### src/perf_pkg.sv
// Widths, register map and fixed read values of the status-clock performance monitor
// The block answers at 0x1000 to 0x103F on the status bus
package perf_pkg;

   localparam int STAT_CNT_W   = 64;
   localparam int REG_DATA_W   = 32;
   localparam int BUS_ADDR_W   = 16;
   localparam int REG_OFFSET_W = 6;
   localparam int RX_ERROR_W   = 6;

   typedef logic [STAT_CNT_W-1:0]   stat_cnt_t;
   typedef logic [REG_DATA_W-1:0]   reg_data_t;
   typedef logic [BUS_ADDR_W-1:0]   bus_addr_t;
   typedef logic [REG_OFFSET_W-1:0] reg_offset_t;
   typedef logic [RX_ERROR_W-1:0]   rx_error_t;

   // Upper ten address bits of base 0x1000
   localparam logic [BUS_ADDR_W-REG_OFFSET_W-1:0] STATUS_ADDR_PREFIX = 10'h040;

   ////////////////////////////////////////
   // Register offsets
   ////////////////////////////////////////
   localparam reg_offset_t OFS_SCRATCH     = 6'h00;
   localparam reg_offset_t OFS_ID          = 6'h01;
   localparam reg_offset_t OFS_CTRL        = 6'h10;
   localparam reg_offset_t OFS_LOG_CTRL    = 6'h18;
   localparam reg_offset_t OFS_TX_CNT_LO   = 6'h19;
   localparam reg_offset_t OFS_TX_CNT_HI   = 6'h1A;
   localparam reg_offset_t OFS_RX_CNT_LO   = 6'h1B;
   localparam reg_offset_t OFS_RX_CNT_HI   = 6'h1C;
   localparam reg_offset_t OFS_RX_GOOD_LO  = 6'h1D;
   localparam reg_offset_t OFS_RX_GOOD_HI  = 6'h1E;
   localparam reg_offset_t OFS_TX_START_LO = 6'h1F;
   localparam reg_offset_t OFS_TX_START_HI = 6'h20;
   localparam reg_offset_t OFS_TX_END_LO   = 6'h21;
   localparam reg_offset_t OFS_TX_END_HI   = 6'h22;
   localparam reg_offset_t OFS_RX_START_LO = 6'h23;
   localparam reg_offset_t OFS_RX_START_HI = 6'h24;
   localparam reg_offset_t OFS_RX_END_LO   = 6'h25;
   localparam reg_offset_t OFS_RX_END_HI   = 6'h26;

   localparam reg_data_t CLIENT_ID     = 32'h434C4E54; // "CLNT"
   localparam reg_data_t BAD_ADDR_DATA = 32'h0BADF00D;
   localparam reg_data_t UNMAPPED_DATA = 32'h00000123;

   localparam int CTRL_IDLE_BIT     = 1;
   localparam int CTRL_LOOPBACK_BIT = 3;

endpackage

### src/perf_event_sampler.sv
// All strobes are taken as synchronous to i_clk_status; two register stages on the
// status path, so events reach the counters two edges after sampling
`timescale 1ns/1ps

module perf_event_sampler
   import perf_pkg::*;
(
   input  logic      i_clk_status,
   input  logic      perf_count_rst,
   input  logic      i_tx_valid,
   input  logic      i_tx_ready,
   input  logic      i_tx_sop,
   input  logic      i_tx_eop,
   input  logic      i_rx_valid,
   input  logic      i_rx_sop,
   input  logic      i_rx_eop,
   input  rx_error_t i_rx_error,
   output logic      o_tx_sop_fire,
   output logic      o_tx_eop_fire,
   output logic      o_rx_sop_fire,
   output logic      o_rx_eop_fire,
   output logic      o_rx_eop_good
);

   logic [3:0] tx_s1, tx_s2;   // {valid, ready, sop, eop}
   logic [2:0] rx_s1, rx_s2;   // {valid, sop, eop}
   rx_error_t  rx_err_s1, rx_err_s2;
   logic       tx_hs;

   always_ff @(posedge i_clk_status) begin
      if (perf_count_rst) begin
         tx_s1 <= '0;
         tx_s2 <= '0;
         rx_s1 <= '0;
         rx_s2 <= '0;
      end else begin
         tx_s1 <= {i_tx_valid, i_tx_ready, i_tx_sop, i_tx_eop};
         tx_s2 <= tx_s1;
         rx_s1 <= {i_rx_valid, i_rx_sop, i_rx_eop};
         rx_s2 <= rx_s1;
      end
   end

   // Error flags only matter alongside a valid eop
   always_ff @(posedge i_clk_status) begin
      rx_err_s1 <= i_rx_error;
      rx_err_s2 <= rx_err_s1;
   end

   assign tx_hs = tx_s2[3] & tx_s2[2];   // Valid and ready

   assign o_tx_sop_fire = tx_hs & tx_s2[1];
   assign o_tx_eop_fire = tx_hs & tx_s2[0];
   assign o_rx_sop_fire = rx_s2[2] & rx_s2[1];
   assign o_rx_eop_fire = rx_s2[2] & rx_s2[0];
   assign o_rx_eop_good = o_rx_eop_fire & (rx_err_s2 == '0);

endmodule

### src/perf_monitor_top.sv
// Single status clock; TX and RX strobes must already be synchronous to it
`timescale 1ns/1ps

module perf_monitor_top
   import perf_pkg::*;
(
   input  logic      i_clk_status,
   input  logic      perf_count_rst,
   input  logic      i_tx_valid,
   input  logic      i_tx_ready,
   input  logic      i_tx_sop,
   input  logic      i_tx_eop,
   input  logic      i_rx_valid,
   input  logic      i_rx_sop,
   input  logic      i_rx_eop,
   input  rx_error_t i_rx_error,
   input  bus_addr_t i_status_addr,
   input  logic      i_status_read,
   input  logic      i_status_write,
   input  reg_data_t i_status_writedata,
   output reg_data_t o_status_readdata,
   output logic      o_status_readdata_valid,
   output logic      o_gen_idle,
   output logic      o_loopback_sel
);

   logic      tx_sop_fire, tx_eop_fire;
   logic      rx_sop_fire, rx_eop_fire, rx_eop_good;
   logic      count_clear;
   logic      stall;
   stat_cnt_t tx_pkt_cnt, rx_pkt_cnt, rx_good_cnt;
   stat_cnt_t tx_start_ts, tx_end_ts, rx_start_ts, rx_end_ts;

   perf_event_sampler u_sampler (
      .i_clk_status   (i_clk_status),
      .perf_count_rst (perf_count_rst),
      .i_tx_valid     (i_tx_valid),
      .i_tx_ready     (i_tx_ready),
      .i_tx_sop       (i_tx_sop),
      .i_tx_eop       (i_tx_eop),
      .i_rx_valid     (i_rx_valid),
      .i_rx_sop       (i_rx_sop),
      .i_rx_eop       (i_rx_eop),
      .i_rx_error     (i_rx_error),
      .o_tx_sop_fire  (tx_sop_fire),
      .o_tx_eop_fire  (tx_eop_fire),
      .o_rx_sop_fire  (rx_sop_fire),
      .o_rx_eop_fire  (rx_eop_fire),
      .o_rx_eop_good  (rx_eop_good)
   );

   perf_pkt_counters u_counters (
      .i_clk_status   (i_clk_status),
      .perf_count_rst (perf_count_rst),
      .i_count_clear  (count_clear),
      .i_stall        (stall),
      .i_tx_eop_fire  (tx_eop_fire),
      .i_rx_eop_fire  (rx_eop_fire),
      .i_rx_eop_good  (rx_eop_good),
      .o_tx_pkt_cnt   (tx_pkt_cnt),
      .o_rx_pkt_cnt   (rx_pkt_cnt),
      .o_rx_good_cnt  (rx_good_cnt)
   );

   perf_timestamps u_timestamps (
      .i_clk_status   (i_clk_status),
      .perf_count_rst (perf_count_rst),
      .i_count_clear  (count_clear),
      .i_stall        (stall),
      .i_tx_sop_fire  (tx_sop_fire),
      .i_tx_eop_fire  (tx_eop_fire),
      .i_rx_sop_fire  (rx_sop_fire),
      .i_rx_eop_fire  (rx_eop_fire),
      .o_tx_start_ts  (tx_start_ts),
      .o_tx_end_ts    (tx_end_ts),
      .o_rx_start_ts  (rx_start_ts),
      .o_rx_end_ts    (rx_end_ts)
   );

   perf_status_regs u_regs (
      .i_clk_status            (i_clk_status),
      .perf_count_rst          (perf_count_rst),
      .i_status_addr           (i_status_addr),
      .i_status_read           (i_status_read),
      .i_status_write          (i_status_write),
      .i_status_writedata      (i_status_writedata),
      .i_tx_pkt_cnt            (tx_pkt_cnt),
      .i_rx_pkt_cnt            (rx_pkt_cnt),
      .i_rx_good_cnt           (rx_good_cnt),
      .i_tx_start_ts           (tx_start_ts),
      .i_tx_end_ts             (tx_end_ts),
      .i_rx_start_ts           (rx_start_ts),
      .i_rx_end_ts             (rx_end_ts),
      .o_status_readdata       (o_status_readdata),
      .o_status_readdata_valid (o_status_readdata_valid),
      .o_count_clear           (count_clear),
      .o_stall                 (stall),
      .o_gen_idle              (o_gen_idle),
      .o_loopback_sel          (o_loopback_sel)
   );

endmodule

### src/perf_pkt_counters.sv
// Live counters keep running while stall holds the snapshot outputs
`timescale 1ns/1ps

module perf_pkt_counters
   import perf_pkg::*;
(
   input  logic      i_clk_status,
   input  logic      perf_count_rst,
   input  logic      i_count_clear,
   input  logic      i_stall,
   input  logic      i_tx_eop_fire,
   input  logic      i_rx_eop_fire,
   input  logic      i_rx_eop_good,
   output stat_cnt_t o_tx_pkt_cnt,
   output stat_cnt_t o_rx_pkt_cnt,
   output stat_cnt_t o_rx_good_cnt
);

   stat_cnt_t tx_cnt;
   stat_cnt_t rx_cnt;
   stat_cnt_t rx_good_cnt;

   ////////////////////////////////////////
   // Live counters
   ////////////////////////////////////////
   always_ff @(posedge i_clk_status) begin
      if (perf_count_rst || i_count_clear) begin
         tx_cnt      <= '0;
         rx_cnt      <= '0;
         rx_good_cnt <= '0;
      end else begin
         if (i_tx_eop_fire) begin
            tx_cnt <= tx_cnt + 1'b1;
         end
         if (i_rx_eop_fire) begin
            rx_cnt <= rx_cnt + 1'b1;
         end
         if (i_rx_eop_good) begin   // Error-free subset of rx eops
            rx_good_cnt <= rx_good_cnt + 1'b1;
         end
      end
   end

   ////////////////////////////////////////
   // Snapshot for the register bus
   ////////////////////////////////////////
   always_ff @(posedge i_clk_status) begin
      if (!i_stall) begin
         o_tx_pkt_cnt  <= tx_cnt;
         o_rx_pkt_cnt  <= rx_cnt;
         o_rx_good_cnt <= rx_good_cnt;
      end
   end

endmodule

### src/perf_status_regs.sv
// Bus strobes are one cycle; reads answer two edges after the strobe, misses included.
// A fall of the idle bit with loopback low clears all counters
`timescale 1ns/1ps

module perf_status_regs
   import perf_pkg::*;
(
   input  logic      i_clk_status,
   input  logic      perf_count_rst,
   input  bus_addr_t i_status_addr,
   input  logic      i_status_read,
   input  logic      i_status_write,
   input  reg_data_t i_status_writedata,
   input  stat_cnt_t i_tx_pkt_cnt,
   input  stat_cnt_t i_rx_pkt_cnt,
   input  stat_cnt_t i_rx_good_cnt,
   input  stat_cnt_t i_tx_start_ts,
   input  stat_cnt_t i_tx_end_ts,
   input  stat_cnt_t i_rx_start_ts,
   input  stat_cnt_t i_rx_end_ts,
   output reg_data_t o_status_readdata,
   output logic      o_status_readdata_valid,
   output logic      o_count_clear,
   output logic      o_stall,
   output logic      o_gen_idle,
   output logic      o_loopback_sel
);

   reg_offset_t addr_r;
   logic        addr_sel_r;
   logic        read_r;
   logic        write_r;
   reg_data_t   writedata_r;
   reg_data_t   scratch;
   logic        reset_log;
   logic        idle_d;
   logic        test_start;
   reg_data_t   ctrl_word;
   reg_data_t   rd_word;

   ////////////////////////////////////////
   // Bus capture
   ////////////////////////////////////////
   always_ff @(posedge i_clk_status) begin
      if (perf_count_rst) begin
         read_r  <= 1'b0;
         write_r <= 1'b0;
      end else begin
         read_r  <= i_status_read;
         write_r <= i_status_write;
      end
   end

   always_ff @(posedge i_clk_status) begin
      addr_r      <= i_status_addr[REG_OFFSET_W-1:0];
      addr_sel_r  <= (i_status_addr[BUS_ADDR_W-1:REG_OFFSET_W] == STATUS_ADDR_PREFIX);
      writedata_r <= i_status_writedata;
   end

   ////////////////////////////////////////
   // Writable registers
   ////////////////////////////////////////
   always_ff @(posedge i_clk_status) begin
      if (perf_count_rst) begin
         scratch        <= '0;
         o_gen_idle     <= 1'b1;   // Generator parked
         o_loopback_sel <= 1'b0;
         o_stall        <= 1'b0;
         reset_log      <= 1'b0;
      end else if (write_r && addr_sel_r) begin
         case (addr_r)
            OFS_SCRATCH:  scratch <= writedata_r;
            OFS_CTRL: begin
               o_gen_idle     <= writedata_r[CTRL_IDLE_BIT];
               o_loopback_sel <= writedata_r[CTRL_LOOPBACK_BIT];
            end
            OFS_LOG_CTRL: {o_stall, reset_log} <= writedata_r[1:0];
            default: ;
         endcase
      end
   end

   // Test start on idle falling edge
   always_ff @(posedge i_clk_status) begin
      if (perf_count_rst) begin
         idle_d <= 1'b1;
      end else begin
         idle_d <= o_gen_idle;
      end
   end

   assign test_start = idle_d & ~o_gen_idle & ~o_loopback_sel;

   always_ff @(posedge i_clk_status) begin
      o_count_clear <= perf_count_rst | reset_log | test_start;
   end

   ////////////////////////////////////////
   // Read mux
   ////////////////////////////////////////
   always_comb begin
      ctrl_word                    = '0;
      ctrl_word[CTRL_IDLE_BIT]     = o_gen_idle;
      ctrl_word[CTRL_LOOPBACK_BIT] = o_loopback_sel;
   end

   always_comb begin
      case (addr_r)
         OFS_SCRATCH:     rd_word = scratch;
         OFS_ID:          rd_word = CLIENT_ID;
         OFS_CTRL:        rd_word = ctrl_word;
         OFS_LOG_CTRL:    rd_word = {30'd0, o_stall, reset_log};
         OFS_TX_CNT_LO:   rd_word = i_tx_pkt_cnt[31:0];
         OFS_TX_CNT_HI:   rd_word = i_tx_pkt_cnt[63:32];
         OFS_RX_CNT_LO:   rd_word = i_rx_pkt_cnt[31:0];
         OFS_RX_CNT_HI:   rd_word = i_rx_pkt_cnt[63:32];
         OFS_RX_GOOD_LO:  rd_word = i_rx_good_cnt[31:0];
         OFS_RX_GOOD_HI:  rd_word = i_rx_good_cnt[63:32];
         OFS_TX_START_LO: rd_word = i_tx_start_ts[31:0];
         OFS_TX_START_HI: rd_word = i_tx_start_ts[63:32];
         OFS_TX_END_LO:   rd_word = i_tx_end_ts[31:0];
         OFS_TX_END_HI:   rd_word = i_tx_end_ts[63:32];
         OFS_RX_START_LO: rd_word = i_rx_start_ts[31:0];
         OFS_RX_START_HI: rd_word = i_rx_start_ts[63:32];
         OFS_RX_END_LO:   rd_word = i_rx_end_ts[31:0];
         OFS_RX_END_HI:   rd_word = i_rx_end_ts[63:32];
         default:         rd_word = UNMAPPED_DATA;
      endcase
   end

   always_ff @(posedge i_clk_status) begin
      if (perf_count_rst) begin
         o_status_readdata_valid <= 1'b0;
      end else begin
         o_status_readdata_valid <= read_r;
      end
   end

   // Holds between reads
   always_ff @(posedge i_clk_status) begin
      if (read_r) begin
         o_status_readdata <= addr_sel_r ? rd_word : BAD_ADDR_DATA;
      end
   end

endmodule

### src/perf_timestamps.sv
// Start stamps track the counter until the first sop after a clear, then freeze;
// end stamps follow every eop, so they hold the last one
`timescale 1ns/1ps

module perf_timestamps
   import perf_pkg::*;
(
   input  logic      i_clk_status,
   input  logic      perf_count_rst,
   input  logic      i_count_clear,
   input  logic      i_stall,
   input  logic      i_tx_sop_fire,
   input  logic      i_tx_eop_fire,
   input  logic      i_rx_sop_fire,
   input  logic      i_rx_eop_fire,
   output stat_cnt_t o_tx_start_ts,
   output stat_cnt_t o_tx_end_ts,
   output stat_cnt_t o_rx_start_ts,
   output stat_cnt_t o_rx_end_ts
);

   // Index 0 is TX, index 1 is RX
   stat_cnt_t  ts_cnt;
   stat_cnt_t  start_ts   [2];
   stat_cnt_t  end_ts     [2];
   stat_cnt_t  snap_start [2];
   stat_cnt_t  snap_end   [2];
   logic [1:0] start_logged;
   logic [1:0] sop_fire;
   logic [1:0] eop_fire;

   assign sop_fire = {i_rx_sop_fire, i_tx_sop_fire};
   assign eop_fire = {i_rx_eop_fire, i_tx_eop_fire};

   // Free-running, restarts with each test
   always_ff @(posedge i_clk_status) begin
      if (perf_count_rst || i_count_clear) begin
         ts_cnt <= '0;
      end else begin
         ts_cnt <= ts_cnt + 1'b1;
      end
   end

   ////////////////////////////////////////
   // First sop and last eop logging
   ////////////////////////////////////////
   always_ff @(posedge i_clk_status) begin
      if (perf_count_rst || i_count_clear) begin
         start_logged <= '0;
         for (int i = 0; i < 2; i++) begin
            start_ts[i] <= '0;
            end_ts[i]   <= '0;
         end
      end else begin
         for (int i = 0; i < 2; i++) begin
            if (sop_fire[i]) begin
               start_logged[i] <= 1'b1;
            end
            if (!start_logged[i]) begin
               start_ts[i] <= ts_cnt;   // Last load lands on the first sop
            end
            if (eop_fire[i]) begin
               end_ts[i] <= ts_cnt;
            end
         end
      end
   end

   always_ff @(posedge i_clk_status) begin
      if (!i_stall) begin
         snap_start <= start_ts;
         snap_end   <= end_ts;
      end
   end

   assign o_tx_start_ts = snap_start[0];
   assign o_tx_end_ts   = snap_end[0];
   assign o_rx_start_ts = snap_start[1];
   assign o_rx_end_ts   = snap_end[1];

endmodule

### config.mk
export PLATFORM = sky130hd
export DESIGN_NAME = perf_monitor_top
export DESIGN_NICKNAME = d
export VERILOG_FILES = /design/src/perf_pkg.sv /design/src/perf_event_sampler.sv /design/src/perf_monitor_top.sv /design/src/perf_pkt_counters.sv /design/src/perf_status_regs.sv /design/src/perf_timestamps.sv
export SDC_FILE = /design/constraint.sdc
export NUM_CORES = 2
export LEC_CHECK = 0
export ABC_CLOCK_PERIOD_IN_PS = 11700
export BUFFER_PORTS_ARGS = -buffer_cell sky130_fd_sc_hd__clkbuf_2
export CORE_MARGIN = 1.5
export CORE_UTILIZATION = 40
export CTS_CLUSTER_DIAMETER = 80
export DETAILED_ROUTE_END_ITERATION = 16
export PLACE_DENSITY = 0.52
export SLEW_MARGIN = 20
export SYNTH_ARGS = -nofsm -noshare
export SYNTH_HDL_FRONTEND = slang
export SYNTH_SLANG_ARGS = --single-unit
### constraint.sdc
create_clock -name i_clk_status -period 11.7 [get_ports i_clk_status]
set_input_delay 1.17 -clock i_clk_status [delete_from_list [all_inputs] [get_ports i_clk_status]]
set_output_delay 1.17 -clock i_clk_status [all_outputs]
set_load 0.02 [all_outputs]
== Yosys cells after proc, flatten, opt, wreduce, memory -nomap -nowiden ==
Index checks and enable logic that the tools add are counted.

* Flip-flop bits (word level): 1100
* Bits in latches: 0
* Memory bits (writable): 0
* Bits in read-only memories: 0
* Input port bits: 65
* Output and inout port bits: 35
* Logic and storage cells: 79
* Memories kept: 0

* Add/subtract/negate cells: 4
* Multipliers: 0
* Divide/modulo/power cells: 0
* Order comparisons: 0
* Equality and inequality tests: 18
* Shift-type cells: 0
* Mux-type cells: 1
* Bitwise operators: 12
* Reduce and logical (&&, ||, !) cells: 7

{| class="wikitable"
|+ Operator list
! kind !! count
|-
| 32-bit one-hot mux with 18 select lines || 1
|-
| 64-bit by 1-bit adder with 64-bit output, second input constant || 4
|-
| 6-bit by 5-bit equality test with 1-bit output, second input constant || 9
|-
| 6-bit equality test, second input constant || 7
|-
| 6-bit zero test || 2
|-
| 10-bit by 7-bit equality test with 1-bit output, second input constant || 1
|-
| 1-bit AND || 8
|-
| 6-bit by 1-bit equality test with 1-bit output, second input constant || 1
|-
| 2-bit AND reduction || 3
|-
| 1-bit inverter || 2
|-
| 1-bit bitwise OR || 2
|-
| 1-bit logical AND || 1
|-
| 1-bit logical OR || 1
|}

== Longest topological paths before layout ==
* Word-level depth: 4
* Mapped depth: 9
* Gate-level depth less buffers: 6

== By module ==
From an unflattened synthesis, not the netlist that was laid out.

* Cells, all modules: 3558
* Area, all modules: 41806.3 µm²

{| class="wikitable"
|+ Modules (own cells, without submodules)
! module !! instances !! cells an instance !! area an instance (µm²) !! seq. area each (µm²)
|-
| perf_timestamps || 1 || 1505 || 19836.5 || 14133.6
|-
| perf_pkt_counters || 1 || 1301 || 14811.7 || 9609.2
|-
| perf_status_regs || 1 || 704 || 6503.7 || 2562.5
|-
| perf_event_sampler || 1 || 48 || 654.4 || 520.5
|}

== Worst setup path after synthesis ==
OpenSTA, ideal clock, no wires.

* Path kind: register to register
* From: reg u_regs.o_stall
* To: reg u_regs.o_status_readdata[1], data pin
* Library setup time: 0.254 ns
* Data arrival time: 10.094 ns
* Data required time: 11.446 ns
* Setup slack: 1.352 ns
* Stages on the path, launching flop included: 6
* Buffers on the path: 0
* Clock period less this slack: 10.348 ns
* Cell sequence: dfxtp_1 -> inv_1 -> o21ai_0 -> a32oi_1 -> nand4_1 -> o21a_1

* Longest elaborated chain between the ends: 1

{| class="wikitable"
|+ RTL lines
! item !! RTL line !! text
|-
| from (decl) || perf_status_regs.sv:24 || <nowiki>output logic o_stall,</nowiki>
|-
| from (signal assigned) || perf_status_regs.sv:77 || <nowiki>OFS_LOG_CTRL: {o_stall, reset_log} <= writedata_r[1:0];</nowiki>
|-
| 32-bit one-hot mux with 18 select lines || perf_status_regs.sv:108 || <nowiki>case (addr_r)</nowiki>
|-
| to (signal assigned) || perf_status_regs.sv:142 || <nowiki>o_status_readdata <= addr_sel_r ? rd_word : BAD_ADDR_DATA;</nowiki>
|-
| to (decl) || perf_status_regs.sv:21 || <nowiki>output reg_data_t o_status_readdata,</nowiki>
|}

Every way passes these cells.
A chain may end at the register's enable or synchronous reset.

== Worst setup path after layout ==
* From: reg u_regs.addr_r[1]
* To: reg u_regs.o_status_readdata[26], data pin

* Longest elaborated chain between the ends: 2
* Elaborated cells between the ends (all ways): 19
* Those cells by class: eq/ne (17); mux (1); reduce/logical (1)

{| class="wikitable"
|+ RTL lines
! item !! RTL line !! text
|-
| from (decl) || perf_status_regs.sv:29 || <nowiki>reg_offset_t addr_r;</nowiki>
|-
| from (signal assigned) || perf_status_regs.sv:55 || <nowiki>addr_r <= i_status_addr[REG_OFFSET_W-1:0];</nowiki>
|-
| 6-bit equality test (tied with other cells) || perf_status_regs.sv:108 ||
|-
| 32-bit one-hot mux with 18 select lines (*) || perf_status_regs.sv:108 ||
|}

Every way passes the cells marked *; elsewhere a longest branch is shown, timed or not.

==> summary.txt <==
Run status
  • Status: finished clean

STA
  • Unrepaired setup endpoints after global routing: false
  • Final Hold Viols: 0
  • Setup violators final: 0
  • Setup Skew: between 0.02 and 0.03 ns
  • Final setup TNS: 0 ns
  • Slew HR: 0.2312
  • Final Slew Violations: 0
  • Max Freq: 247.8 MHz
  • Fin crit share: 0.3449
  • Worst slew pin tran: between 1 and 1.5 ns
  • Crit path time final: a little over 4 ns

Synth
  • Synth Cell Area: 0.04186 mm²
  • Ys flop type: dfxtp_1
  • Post-Synth Adder-Cell Area: 0.001196
  • Post-Syn Nets: 3810
  • Register area share after synthesis: 0.6409
  • Post-synthesis mux area share: 0.05064
  • Post-synth cell types: 72
  • Simple-gate share of the synthesized area: 0.1632
  • Post-synthesis compound-gate area fraction: 0.09275
  • Syn avg cell area: 11.19 µm²
  • Post-synth EDFFs: 480
  • Xor and xnor area share after synthesis: 0.02574
  • Cells after Synth: 3741
  • Synth warn: 0
  • Post-synth ARST share: 0
  • Register bit total from synthesis: 1100
  • Largest family of logic cells by synthesized area: simple AND/OR/NAND/NOR gates

Detailed routing
  • Via count: 29830
  • Residual DRC count: 0
  • WL final: roughly 130000 µm
  • Drt first pass iters: 6
  • Vias/cell: 5.680
  • Drt first-iter violations: 3133
  • Post-DRT Antenna Nets: 0
  • DR WL/cell: 25.14 µm

Critical path
  • Setup Crit Path Kind: reg2reg
  • Critical path's most frequent cell: buf_4
  • Worst-path maximum fanout: 35
  • Crit path DAT: 4.48 ns
  • R2r setup slk: 7.67 ns
  • Critical path's slowest cell: and2_0
  • Cell Chain, Critical Path: buf_4 > and2_0 > and2_2 > buf_4 > a22o_1 > a221oi_1 > a31oi_1
  • Nature of the critical path startpoint: register
  • CP Data Required Time: 12.15 ns
  • Critical path's largest stage delay: 0.78 ns
  • CP top delay family: simple AND/OR/NAND/NOR gates
  • RR Endpoint: u_regs.o_status_readdata[26]$_SDFFCE_PN0P_
  • FF-to-FF Start: u_regs.addr_r[1]$_DFF_P_
  • WP buf/inv: 2
  • CP Capture Type: register
  • R2R depth: 7

Die
  • Core area: 0.1036 mm²
  • Chip Height: between 300 and 400 µm
  • Die Span X: ~330 µm
  • Starting Density: 0.4039
  • FP Rows: between 100 and 150
  • I/O Pins: 100
  • Die area: 0.1066 mm²

Clocking
  • CTS Buf Count: 113
  • TritonCTS sink count: 1100
  • Hold buffer count at cts: 0
  • CTS root buffer: clkbuf_16
  • # Post-CTS Setup Buffers: 0
  • Skew-Pair Late Insertion Delay: 0.71 ns
  • Clock transition at path regs: 0.06 ns
  • Max Buffers Root-to-Sink: 3
  • # H-tree levels: 3
  • Resize count post-CTS: 0
  • CTS tree: built

Final layout
  • Design area: 0.04768 mm²
  • Layout cells sized above 1: 0.1070
  • Multi-input logic area: 0.01410 mm²
  • Final std cells w/o fill: 5252
  • Fill count: 9688
  • Syn-to-layout area delta: 13.91%
  • Register area: 0.02684 mm²
  • NumNets Final: 3840

Place
  • Placed cells: 5036
  • PortBufs: 99
  • DP HPWL: 86070 µm
  • Cell area after placement: roughly 0.044 mm²
  • GPL Wtd Cong: 0.8963

Min path
  • Min-delay src: u_sampler.rx_err_s1[3]$_DFF_P_
  • Hold depth: 0
  • Worst hold path type: reg2reg
  • WHS Endpoint: u_sampler.rx_err_s2[3]$_DFF_P_

Power and ir drop
  • Final Total Pwr: 7.841 mW
  • Pwr/cell area: 164.4 mW/mm²
  • Max rail drop VDD: 127.7 µV
  • Leakage power: around 16 nW

GRT
  • Largest net degree at the start of global routing: 218
  • Gr ovfl total: 0
  • Number of global-route vias before repair: around 27000
  • Global-route wire length before repair: 191000 µm
  • Gr usage total: 0.2428
  • Antenna violations before repair: 3

Flow run
  • Max_cap viols: 0
[power breakdown]
part / switching (mW) / internal, mW
sequential: 0.0162 / 3.99
clock: 1.52 / 2.19
combinational: 0.0927 / 0.0293
[flip-flops by register name, indices dropped and copies added, names as in the netlist, 32 cells and up]
signal,count
u_timestamps.start_ts,128
u_counters.rx_cnt,64
u_counters.tx_cnt,64
u_counters.o_rx_pkt_cnt,64
u_regs.scratch,32
u_counters.o_tx_pkt_cnt,64
u_regs.writedata_r,32
u_timestamps.o_rx_start_ts,64
u_timestamps.end_ts,128
u_timestamps.ts_cnt,64
u_counters.rx_good_cnt,64
u_counters.o_rx_good_cnt,64
u_timestamps.o_tx_end_ts,64
u_regs.o_status_readdata,32
u_timestamps.o_tx_start_ts,64
u_timestamps.o_rx_end_ts,64
[per-layer routing]
metal,track usage,vias up,share of wire
li1,-,13720,-
met1,0.3550,14830,0.46
met2,0.3728,1128,0.45
met3,0.04068,159,0.074
met4,0.06220,2,0.023
met5,0,-,0.000098
[cell usage after synthesis, types with 22 or more instances]
| cell type | instances | share of area |
|---|---|---|
| xor2_1 | 82 | 0.017 |
| a22o_1 | 23 | 0.0048 |
| buf_1 | 27 | 0.0024 |
| nor3_1 | 39 | 0.0047 |
| o21ai_0 | 121 | 0.014 |
| a21oi_1 | 304 | 0.036 |
| a221oi_1 | 25 | 0.0052 |
| nor4_1 | 40 | 0.0060 |
| and3_1 | 46 | 0.0069 |
| nand4_1 | 135 | 0.020 |
| nand3_1 | 112 | 0.013 |
| and4_1 | 27 | 0.0056 |
| a22oi_1 | 54 | 0.0097 |
| a222oi_1 | 22 | 0.0053 |
| nand2_1 | 469 | 0.042 |
| inv_1 | 34 | 0.0030 |
| o31ai_1 | 22 | 0.0039 |
| edfxtp_1 | 480 | 0.34 |
| xnor2_1 | 41 | 0.0086 |
| mux2i_1 | 178 | 0.043 |
| or3_1 | 96 | 0.014 |
| clkbuf_1 | 207 | 0.019 |
| dfxtp_1 | 620 | 0.30 |
| or4_1 | 33 | 0.0059 |
| nor2_1 | 313 | 0.028 |
[cell usage in the layout, fill, tap and decap left out, types with 82 or more instances in the layout]
master	n
clkbuf_2	99
nand3_1	110
a21oi_1	304
nand4_1	135
clkbuf_16	117
o21ai_0	121
xor2_1	82
nand2_1	468
mux2i_1	178
edfxtp_1	480
dfxtp_1	615
or3_1	96
nor2_1	309
[cell type report]
class,count,share of cell area
clock inverter,43,0.01055
inverter,35,0.002913
antenna,2,0.0001050
timing repair buffer,161,0.02146
tap,1380,0.03621
clock buffer,171,0.07006
multi-input combinational,2360,0.2958
sequential,1100,0.5629
[worst max-delay path by stage]
stage / slack [ns] / startpoint / to / depth (start not counted)
after floorplan: 1.35 / u_regs.o_stall$_SDFFE_PP0P_ / u_regs.o_status_readdata[1]$_SDFFCE_PN0P_ / 5
after CTS: 7.64 / u_regs.addr_r[0]$_DFF_P_ / u_regs.o_status_readdata[14]$_SDFFCE_PN1P_ / 7
after detailed placement: 7.55 / perf_count_rst / u_counters.rx_good_cnt[27]$_SDFFE_PP0P_ / 8
after global placement: 7.33 / perf_count_rst / u_timestamps.ts_cnt[30]$_SDFF_PP0_ / 6
final: 7.67 / u_regs.addr_r[1]$_DFF_P_ / u_regs.o_status_readdata[26]$_SDFFCE_PN0P_ / 7
after global routing: 7.59 / u_regs.addr_r[1]$_DFF_P_ / u_regs.o_status_readdata[14]$_SDFFCE_PN1P_ / 7
[logic make-up after synthesis]
group	Yosys count
adder cells (fa/ha/maj)	4
AO/OA/AOI/OAI	640
buffers and inverters	281
flip-flops	1100
AND/OR/NAND/NOR	1395
multiplexers	198
XOR/XNOR	123
[metrics by stage]
stage,util,hold WS [ns],setup slack (ns)
CTS,0.4599,0.3298,7.644
global placement,0.4224,0.3101,7.329
finish,0.4601,0.3287,7.665
detailed placement,0.4228,0.3154,7.545
global route,0.4600,0.3352,7.586
floorplan,-,0.3096,1.352
Note: power is estimated with default switching activity, not from simulation.
